## config.mk

```make
export PLATFORM = sky130hd
export DESIGN_NAME = cmd_sequencer
export DESIGN_NICKNAME = d
export VERILOG_FILES = /design/src/source/trs_io_pkg.sv /design/src/source/cmd_sequencer.sv
export SDC_FILE = /design/constraint.sdc
export NUM_CORES = 1
export LEC_CHECK = 0
export BUFFER_PORTS_ARGS = -buffer_cell sky130_fd_sc_hd__buf_2
export CORE_MARGIN = 1.5
export CORE_UTILIZATION = 44
export CTS_CLUSTER_SIZE = 12
export DETAILED_ROUTE_END_ITERATION = 10
export PLACE_DENSITY = 0.87
export REMOVE_ABC_BUFFERS = 1
export SETUP_SLACK_MARGIN = 0.05
export SLEW_MARGIN = 20
export SYNTH_ARGS = -nofsm -noshare
export SYNTH_HDL_FRONTEND = slang
export SYNTH_SLANG_ARGS = --single-unit
```

## constraint.sdc

```tcl
create_clock -name clk -period 2 [get_ports clk]
set_input_delay 0.1 -clock clk [delete_from_list [all_inputs] [get_ports clk]]
set_output_delay 0.1 -clock clk [all_outputs]
set_load 0.01 [all_outputs]
```

## src/source/trs_io_pkg.sv

```systemverilog
`default_nettype none

package trs_io_pkg;

  localparam logic [7:0] COOKIE       = 8'haf;
  localparam logic [7:0] VERSION_BYTE = {3'd0, 5'd3}; // major 0, minor 3
  localparam logic [5:0] REQ_PULSE    = 6'd50;        // req length in clk cycles
  localparam int         RAM_AW       = 15;           // 32 KB
  localparam logic [7:0] TRS_IO_PORT  = 8'h1f;
  localparam logic [3:0] FREHD_NIBBLE = 4'hc;         // ports c0h-cfh
  localparam int         MAX_PARAMS   = 3;

  // spi command opcodes, values shared with the microcontroller firmware
  typedef enum logic [7:0] {
    get_cookie  = 8'd0,
    bram_poke   = 8'd1,
    bram_peek   = 8'd2,
    dbus_read   = 8'd3,
    dbus_write  = 8'd4,
    data_ready  = 8'd5,
    get_version = 8'd15,
    abus_read   = 8'd18,
    set_led     = 8'd26,
    get_config  = 8'd27
  } cmd_op_e;

  typedef enum logic [1:0] {
    idle,
    read_params,
    wait_mem,
    send_reply
  } seq_state_e;

  // service code shown to the microcontroller on esp_s
  typedef enum logic [3:0] {
    trs_io_in  = 4'd0,
    trs_io_out = 4'd1,
    frehd_in   = 4'd2,
    frehd_out  = 4'd3,
    none       = 4'd15
  } esp_code_e;

  typedef struct packed {
    cmd_op_e                    op;
    logic [MAX_PARAMS-1:0][7:0] params;
  } cmd_action_t;

  typedef struct packed {
    logic      ram_rd;
    logic      ram_wr;
    logic      esp_in;
    logic      esp_out;
    logic      trs_io_hit;  // port 1fh, either direction
    esp_code_e esp_code;
  } trs_sel_t;

  typedef struct packed {
    logic              en;
    logic              we;
    logic [RAM_AW-1:0] addr;
    logic [7:0]        data;
  } ram_req_t;

endpackage

`default_nettype wire

```

## src/source/cmd_sequencer.sv

```systemverilog
`timescale 1ns/1ps
`default_nettype none

module cmd_sequencer
  import trs_io_pkg::*;
(
  input  logic        clk,
  input  logic        rst_n,
  input  logic [7:0]  rx_byte,
  input  logic        rx_valid,
  output logic [7:0]  reply_byte,
  output logic        reply_valid,
  input  logic        reply_ready,
  output ram_req_t    mem_req,
  input  logic [7:0]  mem_rdata,
  input  logic [15:0] bus_addr,
  input  logic [7:0]  bus_data,
  input  logic [3:0]  conf,
  input  logic        trs_io_access,
  output logic [7:0]  dbus_latch,
  output logic        int_req,
  output logic [2:0]  led
);

  seq_state_e  state;
  cmd_action_t act;
  logic [1:0]  params_left;
  logic [1:0]  idx;
  logic [7:0]  reply_q;
  logic        ready_flag;  // set by data_ready, cleared by host access to 1fh
  logic        last_param;
  logic [7:0]  addr_hi;

  function automatic logic [1:0] param_count(input logic [7:0] op);
    case (op)
      bram_poke:           return 2'd3; // addr lo, addr hi, data
      bram_peek:           return 2'd2; // addr lo, addr hi
      dbus_write, set_led: return 2'd1;
      default:             return 2'd0;
    endcase
  endfunction

  assign last_param = (state == read_params) & rx_valid & (params_left == 2'd1);

  // for a peek the high address byte is the one arriving now
  assign addr_hi = (act.op == bram_peek) ? rx_byte : act.params[1];

  always_comb begin
    mem_req      = '0;
    mem_req.addr = {addr_hi[6:0], act.params[0]};
    mem_req.data = rx_byte;
    if (last_param && (act.op == bram_poke || act.op == bram_peek)) begin
      mem_req.en = 1'b1;
      mem_req.we = act.op == bram_poke;
    end
  end

  always_ff @(posedge clk) begin
    if (!rst_n) begin
      state       <= idle;
      params_left <= '0;
      idx         <= '0;
      ready_flag  <= 1'b0;
      led         <= '0;
    end else begin
      if (trs_io_access)
        ready_flag <= 1'b0;
      case (state)
        idle: if (rx_valid) begin
          idx         <= '0;
          params_left <= param_count(rx_byte);
          case (rx_byte)
            get_cookie, get_version, get_config, abus_read, dbus_read:
              state <= send_reply;
            bram_poke, bram_peek, dbus_write, set_led:
              state <= read_params;
            data_ready:
              ready_flag <= 1'b1;
            default: state <= idle; // unknown opcode dropped
          endcase
        end
        read_params: if (rx_valid) begin
          idx         <= idx + 2'd1;
          params_left <= params_left - 2'd1;
          if (last_param) begin
            if (act.op == bram_peek)
              state <= wait_mem;
            else
              state <= idle;
            if (act.op == set_led)
              led <= rx_byte[2:0];
          end
        end
        wait_mem:   state <= send_reply; // ram read in flight
        send_reply: if (reply_ready) state <= idle;
        default:    state <= idle;
      endcase
    end
  end

  always_ff @(posedge clk) begin
    if (state == idle && rx_valid) begin
      act.op <= cmd_op_e'(rx_byte);
      case (rx_byte)
        get_cookie:  reply_q <= COOKIE;
        get_version: reply_q <= VERSION_BYTE;
        get_config:  reply_q <= {4'd0, conf};
        abus_read:   reply_q <= bus_addr[7:0];
        dbus_read:   reply_q <= bus_data;
        default:     reply_q <= reply_q;
      endcase
    end
    if (state == read_params && rx_valid)
      act.params[idx] <= rx_byte;
    if (last_param && act.op == dbus_write)
      dbus_latch <= rx_byte;
    if (state == wait_mem)
      reply_q <= mem_rdata;
  end

  assign reply_valid = state == send_reply;
  assign reply_byte  = reply_q;
  assign int_req     = ~conf[3] & ready_flag; // model iii only

endmodule

`default_nettype wire

```

==> reports/metrics.yaml, run 1 <==
power_and_ir_drop:
  ir_drop_v: 0.0003000
  leakagePower_nw: 1.206
  power.density_nw_per_um2: 610.5
  sw_frac_of_total_pct: 23.18
  power.total_mw: 1.867
  combinationalPowerShare_pct: 10.0
  p_sw_mw: 0.4330
  seq_power_share_pct: 60.2
  internal_power_mw: 1.435
  clkPwrFrac_pct: 29.8
sta:
  tightestPinTransition_ps: 441.7
  drv_slew: 0
  timing.final.crit_share_pct: 94.70
  setup_ws_ps: 106.1
  clock_skew_ps: 7.432
  slew_headroom_pct: 70.14
  rsz0062_at_grt: "true"
  period_needed_ps: 1894
  finalSetupViolCount: 0
  fmax_mhz: 528.0
  tns_ps: 0
  finalHoldViolations: 0
  holdWs_ps: 72.20
worst_setup_path:
  critPathBufInv: 1
  rr_endpoint: "dbus_latch[3]"
  crit_path_max_incr_delay_ps: 430
  path_max_fanout: 5
  path_cells: "nor4_2 -> nand2_2 -> mux2_2 -> buf_2"
  crit_family: "simple AND/OR/NAND/NOR gates"
  cp.arrival_ps: 1790
  slowest_stage: "edfxtp_1"
  cp.required_ps: 1900
  r2r_slack_ps: 360
  crit_type: "flip-flop to output pin"
  start_kind: "flip-flop"
  rr_worst_depth: 5
  cp-end-kind: "output pin"
  crit-reg2reg-launch: "state[1]"
synthesis:
  async_flop_share_pct: 0
  ys_seq_area_share_pct: 54.85
  ys_warn_count: 0
  synth_edf_count: 39
  yosysTopAreaCell: "edfxtp_1"
  synth_top_cell_area_share_pct: 46.85
  synth_cell_types: 50
  synth_seq_cells: 49
  synthTopCellsByArea: "edfxtp_1 (47%), dfxtp_1 (8.0%), buf_4 (5.1%)"
  synth_area_per_cell_um2: 11.36
  syn_area_um2: 2500
  synth_flop_cell: "edfxtp_1"
  syn_inst: 220
layout:
  fin_cells: 375
  num-fill-cells: 435
  final_util_pct: 55.56
  fin_area_um2: 3059
  diodes: 0
  syn2layout_area_growth_pct: 22.37
  fin_nets: 354
  drive_above_1_share_pct: 40.59
route:
  antenna_left: 0
  drt_iter0_markers: 341
  vias: 2018
  vias_per_cell: 5.381
  route.detailed.drc: 0
  routed_wl_mm: 5.759
  wl_per_cell_um: 15.36
  dr.pass1.iters: 4
clock_network:
  ctsHoldBuffers: 0
  cts_made_buffers: 5
  ctsHtreeMaxLevel: 2
  cts_tree: "yes"
  clk_pin_slew_ps: 90
  root_buffer: "clkbuf_8"
  clkLatencyLatePin_ps: 300
  clock_sinks: 49
  cts_buffer_depth: 2
global_routing:
  grt_pass1_wl_mm: 8.956
  grt_max_degree: 17
  grt_pass1_vias: 1878
  overflow: 0
  gr-usage-all-layers_pct: 19.04
  antenna_found_initial: 0
min_path:
  hold_path_end: "dbus_latch[1]"
  min_from: "rx_byte[1]"
  holdPathStages: 1
  hold_path.class: "primary input to flip-flop"
place:
  place_ws_ps: 146.9
  hpwl_mm: 4.272
  place_inst: 364
  port-buffer-count: 86
  gp_congestion: 0.8263
  place_area_um2: 2919
floorplanning:
  fp-row-count: 27
  die_w_um: 78.38
  ios: 95
  die_area_um2: 6143
  initial_core_util_pct: 45.40
  die_h_um: 78.38
  coreArea_um2: 5507
run_status:
  status: "finished, final reports clean"
run:
  max_cap_viol_count: 0
## cells in the mapped netlist, drive strengths merged (2+ instances only)
library cell	instances
edfxtp	39
dfxtp	10
o21ai	3
mux2	6
a21oi	16
mux2i	4
nor2b	6
nor3	7
nand2b	2
a222oi	4
inv	7
o31ai	2
nor4b	2
and4	2
nand3	6
ha	3
buf	24
and4b	2
o22a	2
nor4	5
nand2	9
and3b	2
nor3b	2
o21a	2
nor2	22
a211oi	3
a22oi	2
and3	5
a32oi	3
clkbuf	3
## per-layer routing
metal	wire length [um]	vias to the layer above	track usage, %
met4	102	0	6.429
li1	-	976	-
met2	2892	85	33.30
met5	0	-	0
met1	2359	948	23.33
met3	404	9	3.953
## layout by cell type, fill, tap and decap left out, types with 2 or more instances in the layout
| cell | Yosys | routed |
|---|---|---|
| mux2_2 | 6 | 6 |
| buf_4 | 17 | 15 |
| nand3_1 | 6 | 6 |
| ha_1 | 3 | 2 |
| a21oi_1 | 16 | 16 |
| o31ai_1 | 2 | 2 |
| nor2_1 | 22 | 22 |
| o21a_1 | 2 | 2 |
| dfxtp_1 | 10 | 9 |
| nor4_1 | 4 | 3 |
| buf_2 | 3 | 86 |
| o21ai_0 | 2 | 2 |
| mux2i_1 | 4 | 4 |
| nor3_1 | 6 | 6 |
| a32oi_1 | 3 | 3 |
| and3b_1 | 2 | 2 |
| clkbuf_8 | 0 | 5 |
| a22oi_1 | 2 | 2 |
| nand2_2 | 0 | 2 |
| a222oi_1 | 4 | 4 |
| edfxtp_1 | 39 | 39 |
| and3_1 | 5 | 5 |
| nand2b_1 | 2 | 2 |
| inv_1 | 7 | 7 |
| and4_1 | 2 | 2 |
| and4b_1 | 2 | 2 |
| nor2b_1 | 6 | 6 |
| a211oi_1 | 3 | 3 |
| nand2_1 | 9 | 8 |
| o22a_1 | 2 | 2 |
| clkinv_1 | 1 | 2 |
## area by class of cell
cell class | count | area [um^2] | area share [%]
clock buffers | 5 | 68.82 | 2.249
clock inverters | 3 | 17.52 | 0.5726
repair buffers | 101 | 543.0 | 17.75
multi-input cells | 137 | 937.1 | 30.63
inverters | 8 | 30.03 | 0.9816
well taps | 72 | 90.09 | 2.945
flip-flops and latches | 49 | 1373 | 44.87
## flip-flops by register name, indices dropped and copies added, names as in the netlist
register	count
act	15
mem_req	8
dbus_latch	8
reply_byte	8
idx	2
state	2
ready_flag	1
led	3
params_left	2
## worst max-delay path by stage
| stage | from | endpoint | slack [ps] | cells past startpoint |
|---|---|---|---|---|
| 2_1_floorplan | state[0] | dbus_latch[0] | -10 | 4 |
| 3_3_place_gp | rx_byte[4] | reply_byte[1] | 250 | 7 |
| 3_5_place_dp | act[24] | mem_req[17] | 150 | 4 |
| 4_1_cts | act[24] | mem_req[17] | 60 | 4 |
| 5_1_grt | act[27] | mem_req[17] | -60 | 4 |
| 6_report | act[27] | mem_req[16] | 110 | 4 |
## power groups by stage
stage | sequential, mW | combinational (mW) | clock [mW]
global route | 1.13 | 0.204 | 0.610
global placement | 1.14 | 0.173 | 0
detailed placement | 1.14 | 0.179 | 0
CTS | 1.12 | 0.181 | 0.569
floorplan | 1.14 | 0.0606 | 0
finish | 1.12 | 0.186 | 0.557
## kinds of logic (layout without fill, tap and decap cells)
logic type	after synthesis	count (layout)	synth area share, %
xor gates and xnor gates	2	2	0.7008
buffers and inverters	35	117	9.159
adders and majority gates	3	3	1.502
DFF	49	49	54.85
muxes	10	10	4.304
and+or+nand+nor	76	77	17.17
AOI/OAI and AO/OA	45	45	12.31
## timing repair
item | in CTS | in global routing
resized for setup | 3 | 5
buffers inserted | 1 | 1
endpoints found under the setup margin | 8 | 7
cloned | 0 | 1
pin swaps | 1 | 1
No activity file was read; power rests on OpenSTA's default activity.
==> inputs of run 2 (changes only) <==
--- a/config.mk
+++ b/config.mk
@@ -12,7 +12,7 @@
 export DETAILED_ROUTE_END_ITERATION = 10
 export PLACE_DENSITY = 0.87
 export REMOVE_ABC_BUFFERS = 1
-export SETUP_SLACK_MARGIN = 0.05
+export SETUP_SLACK_MARGIN = 0.15
 export SLEW_MARGIN = 20
 export SYNTH_ARGS = -nofsm -noshare
 export SYNTH_HDL_FRONTEND = slang
==> run 2 against run 1 <==
Net effect: clock power is essentially flat; sequential power about the same; first-iteration DRC count rose by 23%; critical path depth is the same; worst setup slack got worse by 69 ps; clock-buffer cell count did not move; non-clock buffer count grew 1; maximum frequency shrank 3.5%; die area stayed put; flip-flop and latch count unchanged; clock skew decreased by 1.1 ps; critical path type unchanged; critical endpoint is now mem_req[17].
==> reports/metrics.yaml, run 2 (synthesis gave the netlist of run 1 again) <==
layout:
  final_common_cell: "buf_2"
  fin_cells: 376
  largest_reg_flops: 15
  mostFrequentLayoutCells: "buf_2 (86), edfxtp_1 (39), nor2_1 (22)"
  register_area_um2: 1374
  drive_above_1_share_pct: 41.45
  multi_input_area_um2: 963.4
  regMostFlops: "act"
  num-fill-cells: 429
  syn2layout_area_growth_pct: 23.77
  fin_nets: 355
  final_util_pct: 56.19
  diodes: 0
floorplanning:
  initial_core_util_pct: 45.40
  fp-row-count: 27
  ios: 95
  die_h_um: 78.38
  coreArea_um2: 5507
  die_w_um: 78.38
  die_area_um2: 6143
power_and_ir_drop:
  combinationalPowerShare_pct: 10.2
  internal_power_mw: 1.437
  p_sw_mw: 0.4409
  sw_frac_of_total_pct: 23.48
  seq_power_share_pct: 60.1
  power.total_mw: 1.878
  ir_drop_v: 0.0002896
  clkPwrFrac_pct: 29.8
  power.density_nw_per_um2: 606.8
  leakagePower_nw: 1.215
worst_setup_path:
  path_cells: "nor4_4 -> nand2_2 -> mux2_2 -> buf_2"
  cp.arrival_ps: 1860
  cp.required_ps: 1900
  crit_path_max_incr_delay_ps: 480
  path_max_fanout: 5
  critPathBufInv: 1
  cp-end-kind: "output pin"
  crit_type: "flip-flop to output pin"
  slowest_stage: "edfxtp_1"
  crit_family: "simple AND/OR/NAND/NOR gates"
  start_kind: "flip-flop"
clock_network:
  clock_sinks: 49
  cts_made_buffers: 5
  clkLatencyLatePin_ps: 310
  ctsHtreeMaxLevel: 2
  root_buffer: "clkbuf_8"
  cts_tree: "yes"
  cts_buffer_depth: 2
  clk_pin_slew_ps: 90
sta:
  rsz0062_at_grt: "true"
  holdWs_ps: 69.59
  slew_headroom_pct: 71.32
  clock_skew_ps: 6.343
  timing.final.crit_share_pct: 98.14
  fmax_mhz: 509.5
  tns_ps: 0
  finalHoldViolations: 0
  finalSetupViolCount: 0
  drv_slew: 0
  tightestPinTransition_ps: 424.2
  period_needed_ps: 1963
global_routing:
  grt_pass1_vias: 1930
  grt_max_degree: 17
  gr-usage-all-layers_pct: 19.61
  antenna_found_initial: 0
  grt_pass1_wl_mm: 9.266
  overflow: 0
route:
  met1_length_mm: 2.461
  wl_met3_um: 359
  dr.pass1.iters: 5
  vias_per_cell: 5.468
  antenna_left: 0
  wl_met2_mm: 3.047
  route.detailed.drc: 0
  drt_iter0_markers: 419
  vias: 2056
  routed_wl_mm: 5.957
  highest_layer: "met4"
  wl_per_cell_um: 15.84
run:
  max_cap_viol_count: 0
run_status:
  status: "finished, final reports clean"
place:
  place_inst: 364
  port-buffer-count: 86
  gp_congestion: 0.8263
  hpwl_mm: 4.272
min_path:
  hold_path.class: "primary input to flip-flop"
## run 2: power by group through the flow
stage / sequential (mW) / clock (mW) / combinational [mW]
finish: 1.13 / 0.559 / 0.191
CTS: 1.12 / 0.569 / 0.185
global route: 1.13 / 0.608 / 0.208
detailed placement: 1.14 / 0 / 0.179
floorplan: 1.14 / 0 / 0.0606
global placement: 1.14 / 0 / 0.173
## run 2: metal layers
| layer | vias up | global-route usage (%) |
|---|---|---|
| met5 | - | 0 |
| met4 | 0 | 5.893 |
| met3 | 8 | 4.302 |
| met2 | 80 | 34.87 |
| met1 | 987 | 23.71 |
| li1 | 981 | - |
## run 2: final timing paths
check	end	from	cells past startpoint	slack [ps]
max	mem_req[17]	act[27]	4	40
min	mem_req[15]	rx_byte[7]	1	70
max reg2reg	state[1]	act[27]	7	300
min reg2reg	idx[1]	idx[1]	2	460
## run 2: through the flow
step	setup slack, ps	cell area (um^2)
6_report	37.13	3094
3_5_place_dp	146.9	2919
4_1_cts	123.1	3059
2_1_floorplan	-14.19	2301
3_3_place_gp	252.0	2919
5_1_grt	-4.273	3094
## run 2: area by class of cell
| type | instances | share of cell area (%) |
|---|---|---|
| clock buffer | 5 | 2.224 |
| clock inverter | 3 | 0.5661 |
| inverter | 8 | 0.9705 |
| multi-input combinational | 137 | 31.14 |
| sequential | 49 | 44.40 |
| tap | 72 | 2.911 |
| timing repair buffer | 102 | 17.79 |
## run 2: worst register-to-register path: stages (launching register included)
cell and delay (ps):
edfxtp_1 480, nor4_4 420, nand2_2 160, buf_4 170, buf_4 120, o22ai_1 100
a21oi_1 80, o31ai_1 70
## run 2: what timing repair did
action	CTS	global route
pin swaps	2	1
resized for setup	8	5
cloned	1	0
hold buffers	0	0
setup endpoints to repair	8	8
setup buffers	2	1
==> inputs of run 3 (changes only) <==
--- a/config.mk
+++ b/config.mk
@@ -6,6 +6,7 @@
 export NUM_CORES = 1
 export LEC_CHECK = 0
 export BUFFER_PORTS_ARGS = -buffer_cell sky130_fd_sc_hd__buf_2
+export CORE_ASPECT_RATIO = 1.5
 export CORE_MARGIN = 1.5
 export CORE_UTILIZATION = 44
 export CTS_CLUSTER_SIZE = 12
==> run 3 against run 2 <==
Net effect: via count down 1.2%; clock skew shrank 3.2 ps; maximum frequency rose by 4.0%; clock power up 5.7%; critical path type unchanged; critical endpoint unchanged.
==> reports/metrics.yaml, run 3 (synthesis gave the netlist of run 1 again) <==
run_status:
  status: "finished, final reports clean"
layout:
  regMostFlops: "act"
  largest_reg_flops: 15
  num-fill-cells: 477
  multi_input_area_um2: 970.9
  fin_nets: 353
  syn2layout_area_growth_pct: 23.67
  fin_cells: 372
  final_common_cell: "buf_2"
  final_util_pct: 56.30
  mostFrequentLayoutCells: "buf_2 (86), edfxtp_1 (39), nor2_1 (22)"
  diodes: 0
  drive_above_1_share_pct: 42.05
  register_area_um2: 1374
power_and_ir_drop:
  power.total_mw: 1.902
  ir_drop_v: 0.0002681
  power.density_nw_per_um2: 615.4
  leakagePower_nw: 1.223
clock_network:
  clock_sinks: 49
  cts_buffer_depth: 2
  cts_tree: "yes"
  ctsHtreeMaxLevel: 2
  root_buffer: "clkbuf_8"
  clkLatencyLatePin_ps: 300
  cts_made_buffers: 5
  ctsHoldBuffers: 0
  clk_pin_slew_ps: 90
floorplanning:
  fp-row-count: 33
  die_w_um: 64.55
  coreArea_um2: 5492
  die_h_um: 95.32
  die_area_um2: 6152
  initial_core_util_pct: 45.52
  ios: 95
route:
  antenna_left: 0
  drt_iter0_markers: 122
  vias_per_cell: 5.462
  wl_per_cell_um: 15.37
  route.detailed.drc: 0
  routed_wl_mm: 5.716
  vias: 2032
  dr.pass1.iters: 4
worst_setup_path:
  cp.arrival_ps: 1790
  start_kind: "flip-flop"
  slowest_stage: "edfxtp_1"
  path_cells: "nor4b_4 -> nand2_2 -> mux2_2 -> buf_2"
  crit_family: "simple AND/OR/NAND/NOR gates"
  crit_type: "flip-flop to output pin"
  critPathBufInv: 1
  cp.required_ps: 1900
  rr_endpoint: "reply_byte[1]"
  path_max_fanout: 5
  r2r_slack_ps: 330
  cp-end-kind: "output pin"
  crit-reg2reg-launch: "state[1]"
  crit_path_max_incr_delay_ps: 440
  rr_worst_depth: 5
sta:
  drv_slew: 0
  tightestPinTransition_ps: 409.8
  period_needed_ps: 1887
  holdWs_ps: 64.51
  setup_ws_ps: 113.1
  clock_skew_ps: 3.113
  rsz0062_at_grt: "true"
  slew_headroom_pct: 72.68
  finalSetupViolCount: 0
  timing.final.crit_share_pct: 94.35
  fmax_mhz: 530.0
  finalHoldViolations: 0
global_routing:
  grt_max_degree: 22
  overflow: 0
  grt_pass1_vias: 1875
  gr-usage-all-layers_pct: 19.05
  antenna_found_initial: 0
  grt_pass1_wl_mm: 8.894
min_path:
  hold_path_end: "mem_req[15]"
  hold_path.class: "primary input to flip-flop"
  holdPathStages: 1
  min_from: "rx_byte[7]"
place:
  place_inst: 358
  place_ws_ps: 139.0
  port-buffer-count: 86
  hpwl_mm: 4.144
  gp_congestion: 0.8332
run:
  max_cap_viol_count: 0
==> run 3: through the flow <==
stage | area [um^2] | TNS (ps)
5_1_grt | 3092 | 0
4_1_cts | 3045 | 0
2_1_floorplan | 2301 | -113.5
6_report | 3092 | 0
3_5_place_dp | 2887 | 0
3_3_place_gp | 2887 | 0
==> run 3: how the worst max path moves through the flow <==
stage                    start            end  slack, ps  cells after the start
floorplan             state[0]  dbus_latch[0]        -10                      4
finish                 act[29]    mem_req[17]        110                      4
detailed placement  rx_byte[4]  reply_byte[1]        140                      7
global placement    rx_byte[4]  reply_byte[7]        270                      7
global route           act[29]    mem_req[17]         30                      4
CTS                    act[29]    mem_req[21]        120                      4
==> run 3: cell type report <==
cell class / instances / share of cell area (%)
clock buffer: 5 / 2.226
timing repair buffer: 100 / 17.44
clock inverter: 3 / 0.6880
multi-input combinational: 137 / 31.40
sequential: 49 / 44.44
inverter: 8 / 0.9713
tap: 70 / 2.833
==> run 3: metal layers <==
layer | global-route usage [%] | routed length (um) | vias to the layer above
met5 | 0 | 0 | -
met4 | 7.624 | 87 | 0
met3 | 3.542 | 322 | 9
met2 | 36.37 | 3252 | 88
met1 | 20.38 | 2055 | 955
li1 | - | - | 980
==> run 3: what timing repair did <==
action / 4_1_cts / 5_1_grt
resized for setup: 8 / 9
buffers inserted: 3 / 2
pin swaps: 2 / 4
setup endpoints to repair: 8 / 8
gates cloned: 1 / 0
==> run 3: power by group <==
group	total [mW]	switching (mW)	internal, mW
combinational	0.185	0.105	0.0798
clock	0.591	0.343	0.249
sequential	1.13	0.0141	1.11
total	1.90	0.462	1.44
