## src/source/spi_byte_link.sv

```systemverilog
`timescale 1ns/1ps
`default_nettype none

module spi_byte_link (
  input  logic       clk,
  input  logic       rst_n,
  input  logic       sck,
  input  logic       cs_n,
  input  logic       mosi,
  output logic       miso,
  output logic [7:0] rx_byte,
  output logic       rx_valid,
  input  logic [7:0] reply_byte,
  input  logic       reply_valid,
  output logic       reply_ready
);

  logic [2:0] sck_q;  // extra stage for edge detect
  logic [1:0] cs_q;
  logic [1:0] mosi_q;
  logic       cs_active;
  logic       sck_rise;
  logic       sck_fall;
  logic [2:0] bit_cnt;
  logic [7:0] rx_shift;
  logic [7:0] tx_shift;
  logic [3:0] tx_left;
  logic       tx_active; // reply byte in flight, inbound byte is a dummy

  always_ff @(posedge clk) begin
    if (!rst_n) begin
      sck_q  <= '0;
      cs_q   <= 2'b11;
      mosi_q <= '0;
    end else begin
      sck_q  <= {sck_q[1:0], sck};
      cs_q   <= {cs_q[0], cs_n};
      mosi_q <= {mosi_q[0], mosi};
    end
  end

  assign cs_active = ~cs_q[1];
  assign sck_rise  = sck_q[2:1] == 2'b01;
  assign sck_fall  = sck_q[2:1] == 2'b10;

  always_ff @(posedge clk) begin
    if (!rst_n) begin
      bit_cnt  <= '0;
      rx_valid <= 1'b0;
    end else begin
      rx_valid <= cs_active & sck_rise & (bit_cnt == 3'd7) & ~tx_active;
      if (!cs_active)
        bit_cnt <= '0;
      else if (sck_rise)
        bit_cnt <= bit_cnt + 3'd1;
    end
  end

  always_ff @(posedge clk) begin
    if (sck_rise)
      rx_shift <= {rx_shift[6:0], mosi_q[1]}; // msb first
  end

  assign rx_byte = rx_shift;

  // accept a reply only between bytes with nothing left to send
  assign reply_ready = cs_active & ~tx_active & (tx_left == 4'd0) & (bit_cnt == 3'd0);

  always_ff @(posedge clk) begin
    if (!rst_n || !cs_active) begin
      tx_left   <= '0;
      tx_active <= 1'b0;
      miso      <= 1'b0;
    end else if (reply_valid && reply_ready) begin
      tx_left   <= 4'd8;
      tx_active <= 1'b1;
    end else begin
      if (sck_fall) begin
        miso <= (tx_left != 4'd0) & tx_shift[7]; // back to 0 once drained
        if (tx_left != 4'd0)
          tx_left <= tx_left - 4'd1;
      end
      if (sck_rise && bit_cnt == 3'd7)
        tx_active <= 1'b0; // dummy byte complete
    end
  end

  always_ff @(posedge clk) begin
    if (reply_valid && reply_ready)
      tx_shift <= reply_byte;
    else if (sck_fall)
      tx_shift <= {tx_shift[6:0], 1'b0};
  end

endmodule

`default_nettype wire

```

## config.mk

```make
export PLATFORM = sky130hd
export DESIGN_NAME = spi_byte_link
export DESIGN_NICKNAME = d
export VERILOG_FILES = /design/src/source/spi_byte_link.sv
export SDC_FILE = /design/constraint.sdc
export NUM_CORES = 1
export LEC_CHECK = 0
export ABC_AREA = 0
export BUFFER_PORTS_ARGS = -buffer_cell sky130_fd_sc_hd__clkbuf_2
export CAP_MARGIN = 30
export CORE_MARGIN = 10
export CORE_UTILIZATION = 50
export CTS_BUF_LIST = sky130_fd_sc_hd__clkbuf_8 sky130_fd_sc_hd__clkbuf_16
export CTS_CLUSTER_SIZE = 8
export DETAILED_ROUTE_END_ITERATION = 10
export GPL_TIMING_DRIVEN = 0
export PLACE_DENSITY = 0.73
export SETUP_SLACK_MARGIN = 0.02
export SYNTH_ARGS = -nofsm -noshare
export SYNTH_HDL_FRONTEND = slang
export SYNTH_SLANG_ARGS = --single-unit
```

## constraint.sdc

```tcl
create_clock -name clk -period 2.1 [get_ports clk]
set_clock_uncertainty 0.1 [all_clocks]
set_input_delay 0.105 -clock clk [delete_from_list [all_inputs] [get_ports clk]]
set_output_delay 0.105 -clock clk [all_outputs]
set_load 0.03 [all_outputs]
```

==> impl_results.md, run 1 <==
* Post-route worst setup slack at 0.171 ns
* Starting Density at 0.525
* IO Pins at 25
* Mapped Cells at 97
* TritonCTS clock tree: yes
* Async SR Flop Fraction at 0
* Final Net Count at 152
* Placed instance count at 151
* Post-synthesis average cell area at 13.4 um^2
* CP startpoint kind: register
* R2r endpoint: tx_shift[1]$_DFFE_PP_
* Shortest period the worst path allows at 1.93 ns
* # fillers at 216
* Type of destination of the critical path: register
* DIE HEIGHT at 71.0 um
* Family with the most delay on the worst path: simple AND/OR/NAND/NOR gates
* Flop-to-flop setup slack at 0.17 ns
* Distinct cells, synth at 30
* Critical Path Max Stage Delay at 0.39 ns
* Worst setup path start: tx_left[0]$_SDFFE_PP0P_
* Buf/Inv on CP at 1
* Worst-Margin Slew at 0.429 ns
* Full die area at 5040 um^2
* RSZ-0062 raised after global routing: no
* R2R depth at 5
* Most frequent cells in the layout: 24 x clkbuf_2, 17 x dfxtp_1, 16 x edfxtp_1
* Peak supply drop at 763 uV
* Commonest non-fill, non-tap cell in the layout: clkbuf_2
* Clk slew on worst S/H paths at 0.07 ns
* Post-Route WL at 2380 um
* DRT antenna net count at 0
* Max H-tree Level at 2
* CP Class: reg2reg
* HP Class: in2reg
* CTS buffer count at 5
* WP data arrival at 1.86 ns
* DP Wirelength at 1730 um
* Vias at 835
* Maxcap violations at 0
* Vias in the first global route at 933
* Critical Path, Cell by Cell: inv_1 > ha_1 > nor3b_4 > nand3_4 > mux2_1
* Clock Path Buffers at 2
* Leakage Power at 0.650 nW
* Max Freq at 518 MHz
* Gpl congestion at 0.822
* DRT Pass-1 Iters at 4
* Worst R2R Start: tx_left[0]$_SDFFE_PP0P_
* Vias per cell at 5.06
* Die width at 71.0 um
* Initial antenna violation count at 0
* Outcome: finished, final reports clean
* Pwr Total at 1.42 mW
* Required time worst endpoint at 2.03 ns
* Place WS at 0.156 ns
* Number of I/O port buffers at 24
* N_diodes at 0
* Clk Tree Root Cell: clkbuf_8
* Post-CTS Setup Bufs at 0
* Setup TNS at 0 ns
* Total track usage at 0.105
* Final Hold Viols at 0
* Largest cells by area after synthesis: edfxtp_1 37%, dfxtp_1 26%, mux2_2 4.3%, ha_1 3.8%, and2_1 3.4%
* GRT Residual Overflow at 0
* Mapped cell area at 1300 um^2
* Crit Path Max Fanout at 10
* Slowest library cell on the worst path: nor3b_4
* Area growth from synthesis to layout at 26.9%
* Rows at 18
* Final setup vio count at 0
* First-pass GRT wire length at 4240 um
* Seq/Total Area, Yosys at 0.631
* Pin count of the biggest net entering global routing at 12
* DRC violations left at 0
* Flip-flop and latch count after synthesis at 33
* Max_slew headroom at 0.714
* PwrDens at 861 nW/um^2
* Stages on worst setup path at 5
* Share of cells above drive strength 1 at 0.311
* Leading area contributor after synthesis: edfxtp_1
* Syn_nets at 115
* DR iter-0 viols at 68
* Clock latency on the worst-skew pair at 0.28 ns
* Slew Limit Fails at 0
* Routed WL per cell at 14.4 um
* Ys Warns at 0
* Layout Cells excl Fill at 165
* Placeable Area at 2480 um^2
* # clock sinks at 33
* Final period util at 0.919
* Crit path to: tx_shift[1]$_DFFE_PP_
* Synth top area share at 0.370
* Ys flop type: dfxtp_1
* EDFF count, synth at 16
per-stage QoR:
stage | hold WS [ns] | util | cell area [um^2]
5_1_grt | 0.0187 | 0.666 | 1650
2_1_floorplan | 0.0780 | - | 1300
6_report | 0.0191 | 0.666 | 1650
3_5_place_dp | 0.191 | 0.588 | 1460
3_3_place_gp | 0.185 | 0.588 | 1460
4_1_cts | 0.0154 | 0.665 | 1650
Yosys cell counts, types with 2 or more instances:
library cell  number
inv_1              5
and2_1             7
nand3b_1           3
nor3_1             2
mux2_1             2
or3_1              2
a211oi_1           2
nand2b_1           5
a21oi_1            4
ha_1               4
o21ai_0            2
mux2_2             5
dfxtp_1           17
nand2_1            6
edfxtp_1          16
state kept, by name, indices dropped and copies added, names as in the netlist:
| signal | flops |
|---|---|
| mosi_q | 2 |
| cs_q | 2 |
| tx_shift | 8 |
| sck_q | 3 |
| rx_byte | 8 |
| miso | 1 |
| rx_valid | 1 |
| tx_left | 4 |
| bit_cnt | 3 |
| tx_active | 1 |
kinds of logic (layout without fill, tap and decap cells):
group,Yosys count,after routing,share of synthesized area
simple gates,34,34,0.185
flops,33,33,0.631
compound gates,11,11,0.0529
mux,8,8,0.0683
buf+inv,6,44,0.0173
fa+ha+maj,4,4,0.0385
xor+xnor,1,1,0.00674
power breakdown:
group          switching, mW  internal, mW  total, mW
registers            0.00770         0.692      0.700
clock network          0.224         0.423      0.647
logic                 0.0391        0.0336     0.0727
timing repair:
item	4_1_cts	5_1_grt
hold endpoints to repair	5	0
resized for setup	0	1
setup endpoints to repair	0	8
hold buffers	6	0
how the worst min path moves through the flow:
stage                  startpoint               endpoint  slack, ns  cells after the start
finish              reply_byte[2]  tx_shift[2]$_DFFE_PP_       0.02                      2
CTS                 reply_byte[2]  tx_shift[2]$_DFFE_PP_       0.02                      2
floorplan                   rst_n     cs_q[1]$_SDFF_PN1_       0.08                      1
detailed placement           cs_n     cs_q[0]$_SDFF_PN1_       0.19                      2
global route        reply_byte[7]  tx_shift[7]$_DFFE_PP_       0.02                      2
global placement             cs_n     cs_q[0]$_SDFF_PN1_       0.18                      2
layout make-up:
cell class,instances,area [um^2],share of cell area
multi-input cells,58,459,0.278
clock buffers,6,93.8,0.0569
plain buffers,1,3.75,0.00228
flip-flops and latches,33,821,0.498
well taps,30,37.5,0.0228
inverters,5,18.8,0.0114
repair buffers,30,180,0.109
clock inverters,2,35.0,0.0212
metal layers:
metal | wire length (um) | up-vias | GRT usage
li1 | - | 424 | -
met4 | 44 | 0 | 0.0581
met1 | 971 | 390 | 0.109
met3 | 147 | 5 | 0.0474
met5 | 0 | - | 0
met2 | 1220 | 16 | 0.173
Power figures use the tool's default switching activity.
==> run 2, diff against run 1 <==
--- a/config.mk
+++ b/config.mk
@@ -15,6 +15,7 @@
 export DETAILED_ROUTE_END_ITERATION = 10
 export GPL_TIMING_DRIVEN = 0
 export PLACE_DENSITY = 0.73
+export REMOVE_ABC_BUFFERS = 1
 export SETUP_SLACK_MARGIN = 0.02
 export SYNTH_ARGS = -nofsm -noshare
 export SYNTH_HDL_FRONTEND = slang
==> impl_results.md, run 2 (same netlist as run 1, synthesis figures left out) <==
* Sw Ratio at 0.207 (+0.0165)
* Flop-to-flop setup slack at 0.20 ns (+0.03 ns)
* Maxcap violations at 0 (unchanged)
* Combinational share of power at 0.056 (+0.005)
* Int Power at 1.02 mW (-11%)
* DRT Pass-1 Iters at 4 (unchanged)
* Family with the most delay on the worst path: simple AND/OR/NAND/NOR gates
* CP Class: reg2reg
* Worst R2R Start: tx_left[0]$_SDFFE_PP0P_
* Buf/Inv on CP at 1 (unchanged)
* Vias in the first global route at 892 (-4.4%)
* Placeable Area at 2480 um^2 (unchanged)
* Post-CTS Setup Bufs at 0 (unchanged)
* Required time worst endpoint at 2.03 ns (about the same)
* TritonCTS clock tree: yes
* Most frequent cells in the layout: 24 x clkbuf_2, 17 x dfxtp_1, 16 x edfxtp_1
* Die width at 71.0 um (unchanged)
* R2r endpoint: tx_shift[2]$_DFFE_PP_
* Max_slew headroom at 0.729 (+0.0152)
* Total track usage at 0.102 (-0.00321)
* Slowest library cell on the worst path: nor3b_4
* DRT antenna net count at 0 (unchanged)
* Peak supply drop at 622 uV (-18%)
* Worst-Margin Slew at 0.406 ns (-0.0233 ns)
* GRT Residual Overflow at 0 (unchanged)
* Full die area at 5040 um^2 (unchanged)
* Leakage Power at 0.637 nW (-2.0%)
* Number of I/O port buffers at 24 (unchanged)
* DIE HEIGHT at 71.0 um (unchanged)
* CTS buffer count at 5 (unchanged)
* DP Wirelength at 1690 um (-2.8%)
* Hold Crit Start: reply_byte[1]
* # clock sinks at 33 (unchanged)
* Critical Path Max Stage Delay at 0.38 ns (about the same)
* Slew Limit Fails at 0 (unchanged)
* Type of destination of the critical path: register
* Flop pwr share at 0.543 (+0.050)
* N_diodes at 0 (unchanged)
* HP Class: in2reg
* Initial antenna violation count at 0 (unchanged)
* Routed WL per cell at 14.3 um (-1.2%)
* IO Pins at 25 (unchanged)
* Vias at 841 (+0.72%)
* Area growth from synthesis to layout at 24.4%
* Post-Route WL at 2340 um (-1.8%)
* Final Net Count at 151 (-0.66%)
* Hold Path End: tx_shift[1]$_DFFE_PP_
* Starting Density at 0.525 (unchanged)
* Rows at 18 (unchanged)
* Net Sw Power at 0.267 mW (-1.4%)
* Hold path depth at 2 (unchanged)
* Gpl congestion at 0.804 (-2.2%)
* CP startpoint kind: register
* Clock share of power at 0.401 (-0.055)
* Setup TNS at 0 ns (unchanged)
* Final setup vio count at 0 (unchanged)
* Final period util at 0.903 (-0.0156)
* Crit Path Max Fanout at 10 (unchanged)
* Final Hold Viols at 0 (unchanged)
* Max H-tree Level at 2 (unchanged)
* WP data arrival at 1.82 ns (-0.04 ns)
* PwrDens at 797 nW/um^2 (-7.5%)
* Pin count of the biggest net entering global routing at 12 (unchanged)
* Outcome: finished, final reports clean
* Share of cells above drive strength 1 at 0.313 (+0.00232)
* WHS at 0.00811 ns (-0.0109 ns)
* Clock Path Buffers at 2 (unchanged)
* First-pass GRT wire length at 4020 um (-5.2%)
* Clk slew on worst S/H paths at 0.07 ns (about the same)
* Max Freq at 527 MHz (+1.7%)
* Commonest non-fill, non-tap cell in the layout: clkbuf_2
* DR iter-0 viols at 37 (-46%)
* Vias per cell at 5.13 (+1.3%)
* Critical Path, Cell by Cell: inv_1 > ha_1 > nor3b_4 > nand3_4 > mux2_1
* RSZ-0062 raised after global routing: no
* Clock latency on the worst-skew pair at 0.28 ns (about the same)
* Clk Tree Root Cell: clkbuf_8
* DRC violations left at 0 (unchanged)
* Shortest period the worst path allows at 1.90 ns (-0.0327 ns)
* R2R depth at 5 (unchanged)
run 2: timing repair:
action                                  CTS  global route
hold endpoints to repair                  5             0
resized for setup                         0             1
endpoints found under the setup margin    0             8
hold buffers                              6             0
run 2: stage by stage:
| step | instance area (um^2) | instances | power [mW] | util | setup slack, ns |
|---|---|---|---|---|---|
| after floorplan | 1300 | 96 | 0.751 | - | 0.401 |
| after global placement | 1450 | 150 | 0.775 | 0.587 | 0.204 |
| after detailed placement | 1450 | 150 | 0.778 | 0.587 | 0.177 |
| after CTS | 1620 | 164 | 1.30 | 0.652 | 0.156 |
| after global routing | 1620 | 164 | 1.34 | 0.653 | 0.0653 |
| final | 1620 | 164 | 1.29 | 0.653 | 0.204 |
run 2: worst max-delay path by stage:
stage                            end  depth (start not counted)  slack (ns)                    start
2_1_floorplan  tx_shift[1]$_DFFE_PP_                          5        0.40  tx_left[0]$_SDFFE_PP0P_
3_3_place_gp   tx_shift[3]$_DFFE_PP_                          5        0.20  tx_left[0]$_SDFFE_PP0P_
3_5_place_dp   tx_shift[5]$_DFFE_PP_                          5        0.18  tx_left[0]$_SDFFE_PP0P_
4_1_cts        tx_shift[5]$_DFFE_PP_                          5        0.16  tx_left[0]$_SDFFE_PP0P_
5_1_grt        tx_shift[2]$_DFFE_PP_                          5        0.07  tx_left[0]$_SDFFE_PP0P_
6_report       tx_shift[2]$_DFFE_PP_                          5        0.20  tx_left[0]$_SDFFE_PP0P_
run 2: cell type report:
cell class | count | area (um^2)
fillers | 215 | 860
flip-flops and latches | 33 | 821
multi-input cells | 58 | 459
repair buffers | 30 | 180
clock buffers | 7 | 96.3
well taps | 30 | 37.5
inverters | 5 | 18.8
clock inverters | 1 | 5.00
run 2: power by group through the flow:
stage          Combinational, mW  Sequential [mW]  Clock, mW
2_1_floorplan             0.0260            0.725          0
3_3_place_gp              0.0628            0.713          0
3_5_place_dp              0.0640            0.714          0
4_1_cts                   0.0730            0.700      0.528
5_1_grt                   0.0793            0.702      0.562
6_report                  0.0723            0.700      0.517
run 2: routing by layer:
metal / up-vias / global-route usage / share of wire
li1: 421 / - / -
met1: 396 / 0.0949 / 0.41
met2: 17 / 0.171 / 0.50
met3: 7 / 0.0586 / 0.060
met4: 0 / 0.0581 / 0.024
met5: - / 0 / 0
==> run 3, diff against run 2 <==
--- a/config.mk
+++ b/config.mk
@@ -5,7 +5,7 @@
 export SDC_FILE = /design/constraint.sdc
 export NUM_CORES = 1
 export LEC_CHECK = 0
-export ABC_AREA = 0
+export ABC_AREA = 1
 export BUFFER_PORTS_ARGS = -buffer_cell sky130_fd_sc_hd__clkbuf_2
 export CAP_MARGIN = 30
 export CORE_MARGIN = 10
==> impl_results.md, run 3 <==
* Shortest period the worst path allows at 1.83 ns (-0.0649 ns)
* Final Hold Viols at 0 (unchanged)
* Placed instance count at 185 (+23%)
* Die width at 71.4 um (+0.51%)
* Buf/Inv on CP at 1 (unchanged)
* Most frequent cells in the layout: 27 x inv_1, 25 x nand2_1, 24 x clkbuf_2
* Most crowded layer after global routing: met2
* Starting Density at 0.528 (+0.00278)
* Outcome: finished, final reports clean
* Area growth from synthesis to layout at 25.6%
* DP Wirelength at 1630 um (-3.1%)
* # fillers at 212 (-1.4%)
* Required time worst endpoint at 1.98 ns (-0.05 ns)
* Placed Area at 1460 um^2 (+0.43%)
* Max Freq at 546 MHz (+3.5%)
* Peak supply drop at 726 uV (+17%)
* DRT antenna net count at 0 (unchanged)
* Commonest non-fill, non-tap cell in the layout: inv_1
* Leading area contributor after synthesis: edfxtp_1
* DRT Pass-1 Iters at 4 (unchanged)
* M2 GR Usage at 0.160 (-0.0113)
* Pin count of the biggest net entering global routing at 21 (+9)
* Post-Route WL at 2390 um (+2.4%)
* R2r endpoint: tx_shift[1]$_DFFE_PP_
* Type of destination of the critical path: register
* # clock sinks at 33 (unchanged)
* Clock latency on the worst-skew pair at 0.29 ns (about the same)
* Hold path depth at 3 (+1)
* Critical Path Max Stage Delay at 0.33 ns (-0.05 ns)
* Net Sw Power at 0.291 mW (+8.8%)
* Mapped cell area at 1320 um^2 (+1.4%)
* Rows at 18 (unchanged)
* Family with the most delay on the worst path: simple AND/OR/NAND/NOR gates
* Max_slew headroom at 0.463 (-0.266)
* Slew Limit Fails at 0 (unchanged)
* Gpl congestion at 0.661 (-18%)
* WHS at 0.0343 ns (+0.0262 ns)
* IO Pins at 25 (unchanged)
* PwrDens at 896 nW/um^2 (+12%)
* Maxcap violations at 0 (unchanged)
* Share of cells above drive strength 1 at 0.254 (-0.0590)
* Largest cells by area after synthesis: edfxtp_1 36%, dfxtp_1 26%, inv_1 7.7%, nand2_1 7.4%, ha_1 3.8%
* R2R depth at 6 (+1)
* Count leader, synth: inv_1
* Clock share of power at 0.479 (+0.078)
* Mapped Cells at 133 (+37%)
* Flop-to-flop setup slack at 0.27 ns (+0.06 ns)
* Hold Crit Start: reply_byte[0]
* Final Net Count at 186 (+23%)
* Seq/Total Area, Yosys at 0.622 (-0.00899)
* Vias per cell at 4.81 (-6.1%)
* CP Class: reg2reg
* Int Power at 1.19 mW (+17%)
* Slowest library cell on the worst path: dfxtp_1
* GR Layer Usage met3 at 0.0661 (+0.00754)
* Leakage Power at 0.771 nW (+21%)
* Ys flop type: dfxtp_1
* Clk slew on worst S/H paths at 0.07 ns (about the same)
* Routed WL per cell at 12.0 um (-16%)
* Crit Path Max Fanout at 20 (+10)
* DIE HEIGHT at 71.4 um (+0.51%)
* Vias in the first global route at 889 (-0.34%)
* EDFF count, synth at 16 (unchanged)
* TritonCTS clock tree: yes
* Synth top area share at 0.364 (-0.00526)
* Sw Ratio at 0.196 (-0.0114)
* Placeable Area at 2500 um^2 (+0.91%)
* Vias at 958 (+14%)
* Total track usage at 0.100 (-0.00156)
* Async SR Flop Fraction at 0 (unchanged)
* Initial antenna violation count at 0 (unchanged)
* N_diodes at 0 (unchanged)
* DRC violations left at 0 (unchanged)
* Hold Path End: tx_shift[0]$_SDFFCE_PN0P_
* GRT Residual Overflow at 0 (unchanged)
* HP Class: in2reg
* Met1 usage at 0.100 (+0.00511)
* Synth cell count leaders: 27 x inv_1, 26 x nand2_1, 17 x dfxtp_1
* Worst-Margin Slew at 0.803 ns (+0.397 ns)
* Post-synthesis average cell area at 9.92 um^2 (-26%)
* Combinational share of power at 0.051 (-0.005)
* Layout Cells excl Fill at 199 (+21%)
* Distinct cells, synth at 22 (-27%)
* Finished Cell Area at 1660 um^2 (+2.4%)
* First-pass GRT wire length at 4070 um (+1.4%)
* Flop pwr share at 0.471 (-0.072)
* Final setup vio count at 0 (unchanged)
* Critical Path, Cell by Cell: inv_1 > ha_1 > nand2_1 > nor2_1 > nand3_2 > nand2_2
* Max H-tree Level at 2 (unchanged)
* Clock Path Buffers at 2 (unchanged)
* CP startpoint kind: register
* Worst R2R Start: tx_left[0]$_SDFFE_PP0P_
* Final period util at 0.872 (-0.0309)
* CTS buffer count at 5 (unchanged)
* Setup TNS at 0 ns (unchanged)
* Post-CTS Setup Bufs at 0 (unchanged)
* Full die area at 5090 um^2 (+1.0%)
* DR iter-0 viols at 76 (+110%)
* WP data arrival at 1.71 ns (-0.11 ns)
* Flip-flop and latch count after synthesis at 33 (unchanged)
* Ys Warns at 0 (unchanged)
* Clk Tree Root Cell: clkbuf_8
* RSZ-0062 raised after global routing: no
* Number of I/O port buffers at 24 (unchanged)
[run 3: cell types whose count changed after synthesis, sizes merged, moves of 3 or more]
cell and delta:
nand3b -3, inv +24, and2 -7, nand3 +5
nand2 +21, or3 -3, o21ai +8, nor2 +5
mux2 -7, nand2b -5, or2 +3
[run 3: power groups by stage]
stage / Combinational (mW) / Clock (mW) / Sequential [mW]
2_1_floorplan: 0.0278 / 0 / 0.725
3_3_place_gp: 0.0648 / 0 / 0.713
3_5_place_dp: 0.0672 / 0 / 0.714
4_1_cts: 0.0757 / 0.723 / 0.699
5_1_grt: 0.0852 / 0.750 / 0.701
6_report: 0.0752 / 0.710 / 0.699
[run 3: kinds of logic after synthesis]
| kind of cell | share of synthesized area |
|---|---|
| AO/OA/AOI/OAI | 0.0693 |
| adder cells (fa/ha/maj) | 0.0380 |
| buffers and inverters | 0.0949 |
| flip-flops | 0.622 |
| AND/OR/NAND/NOR | 0.176 |
[run 3: through the flow]
| stage | utilization | worst slack [ns] | total power, mW |
|---|---|---|---|
| global placement | 0.584 | 0.201 | 0.777 |
| floorplan | - | 0.427 | 0.753 |
| detailed placement | 0.584 | 0.155 | 0.781 |
| CTS | 0.662 | 0.146 | 1.50 |
| finish | 0.663 | 0.269 | 1.48 |
| global route | 0.663 | 0.135 | 1.54 |
[run 3: final cells by class]
class | instances | area [um^2] | area share
Timing Repair Buffer | 30 | 180 | 0.109
Tap cell | 30 | 37.5 | 0.0227
Inverter | 29 | 109 | 0.0657
Clock inverter | 3 | 65.1 | 0.0393
Sequential cell | 33 | 821 | 0.495
Multi-Input combinational cell | 69 | 375 | 0.227
Clock buffer | 5 | 68.8 | 0.0415
[run 3: routing by layer]
metal  vias to the layer above  part of all wire  wire, um
met3                         8              0.10       245
li1                        495                 -         -
met5                         -                 0         0
met1                       419              0.42      1000
met2                        36              0.46      1090
met4                         0             0.023        55
[run 3: timing repair]
item,4_1_cts,5_1_grt
hold buffers,6,0
setup endpoints to repair,0,8
endpoints found under the hold margin,6,0
resized for setup,0,1
[run 3: how the worst max path moves through the flow]
stage	to	slack, ns	depth (start not counted)	from
finish	tx_shift[1]$_DFFE_PP_	0.27	6	tx_left[0]$_SDFFE_PP0P_
global route	tx_shift[2]$_DFFE_PP_	0.13	6	tx_left[0]$_SDFFE_PP0P_
CTS	tx_shift[3]$_DFFE_PP_	0.15	6	tx_left[0]$_SDFFE_PP0P_
detailed placement	tx_shift[3]$_DFFE_PP_	0.15	6	tx_left[0]$_SDFFE_PP0P_
global placement	tx_shift[3]$_DFFE_PP_	0.20	6	tx_left[0]$_SDFFE_PP0P_
floorplan	tx_shift[0]$_SDFFCE_PN0P_	0.43	6	tx_left[0]$_SDFFE_PP0P_
[run 3: worst reg2reg max path, delay by kind of cell (launching register included)]
kind	cells	cell delay [ns]
adders and majority gates	1	0.21
DFF	1	0.33
and+or+nand+nor	4	0.81
buffers and inverters	1	0.08
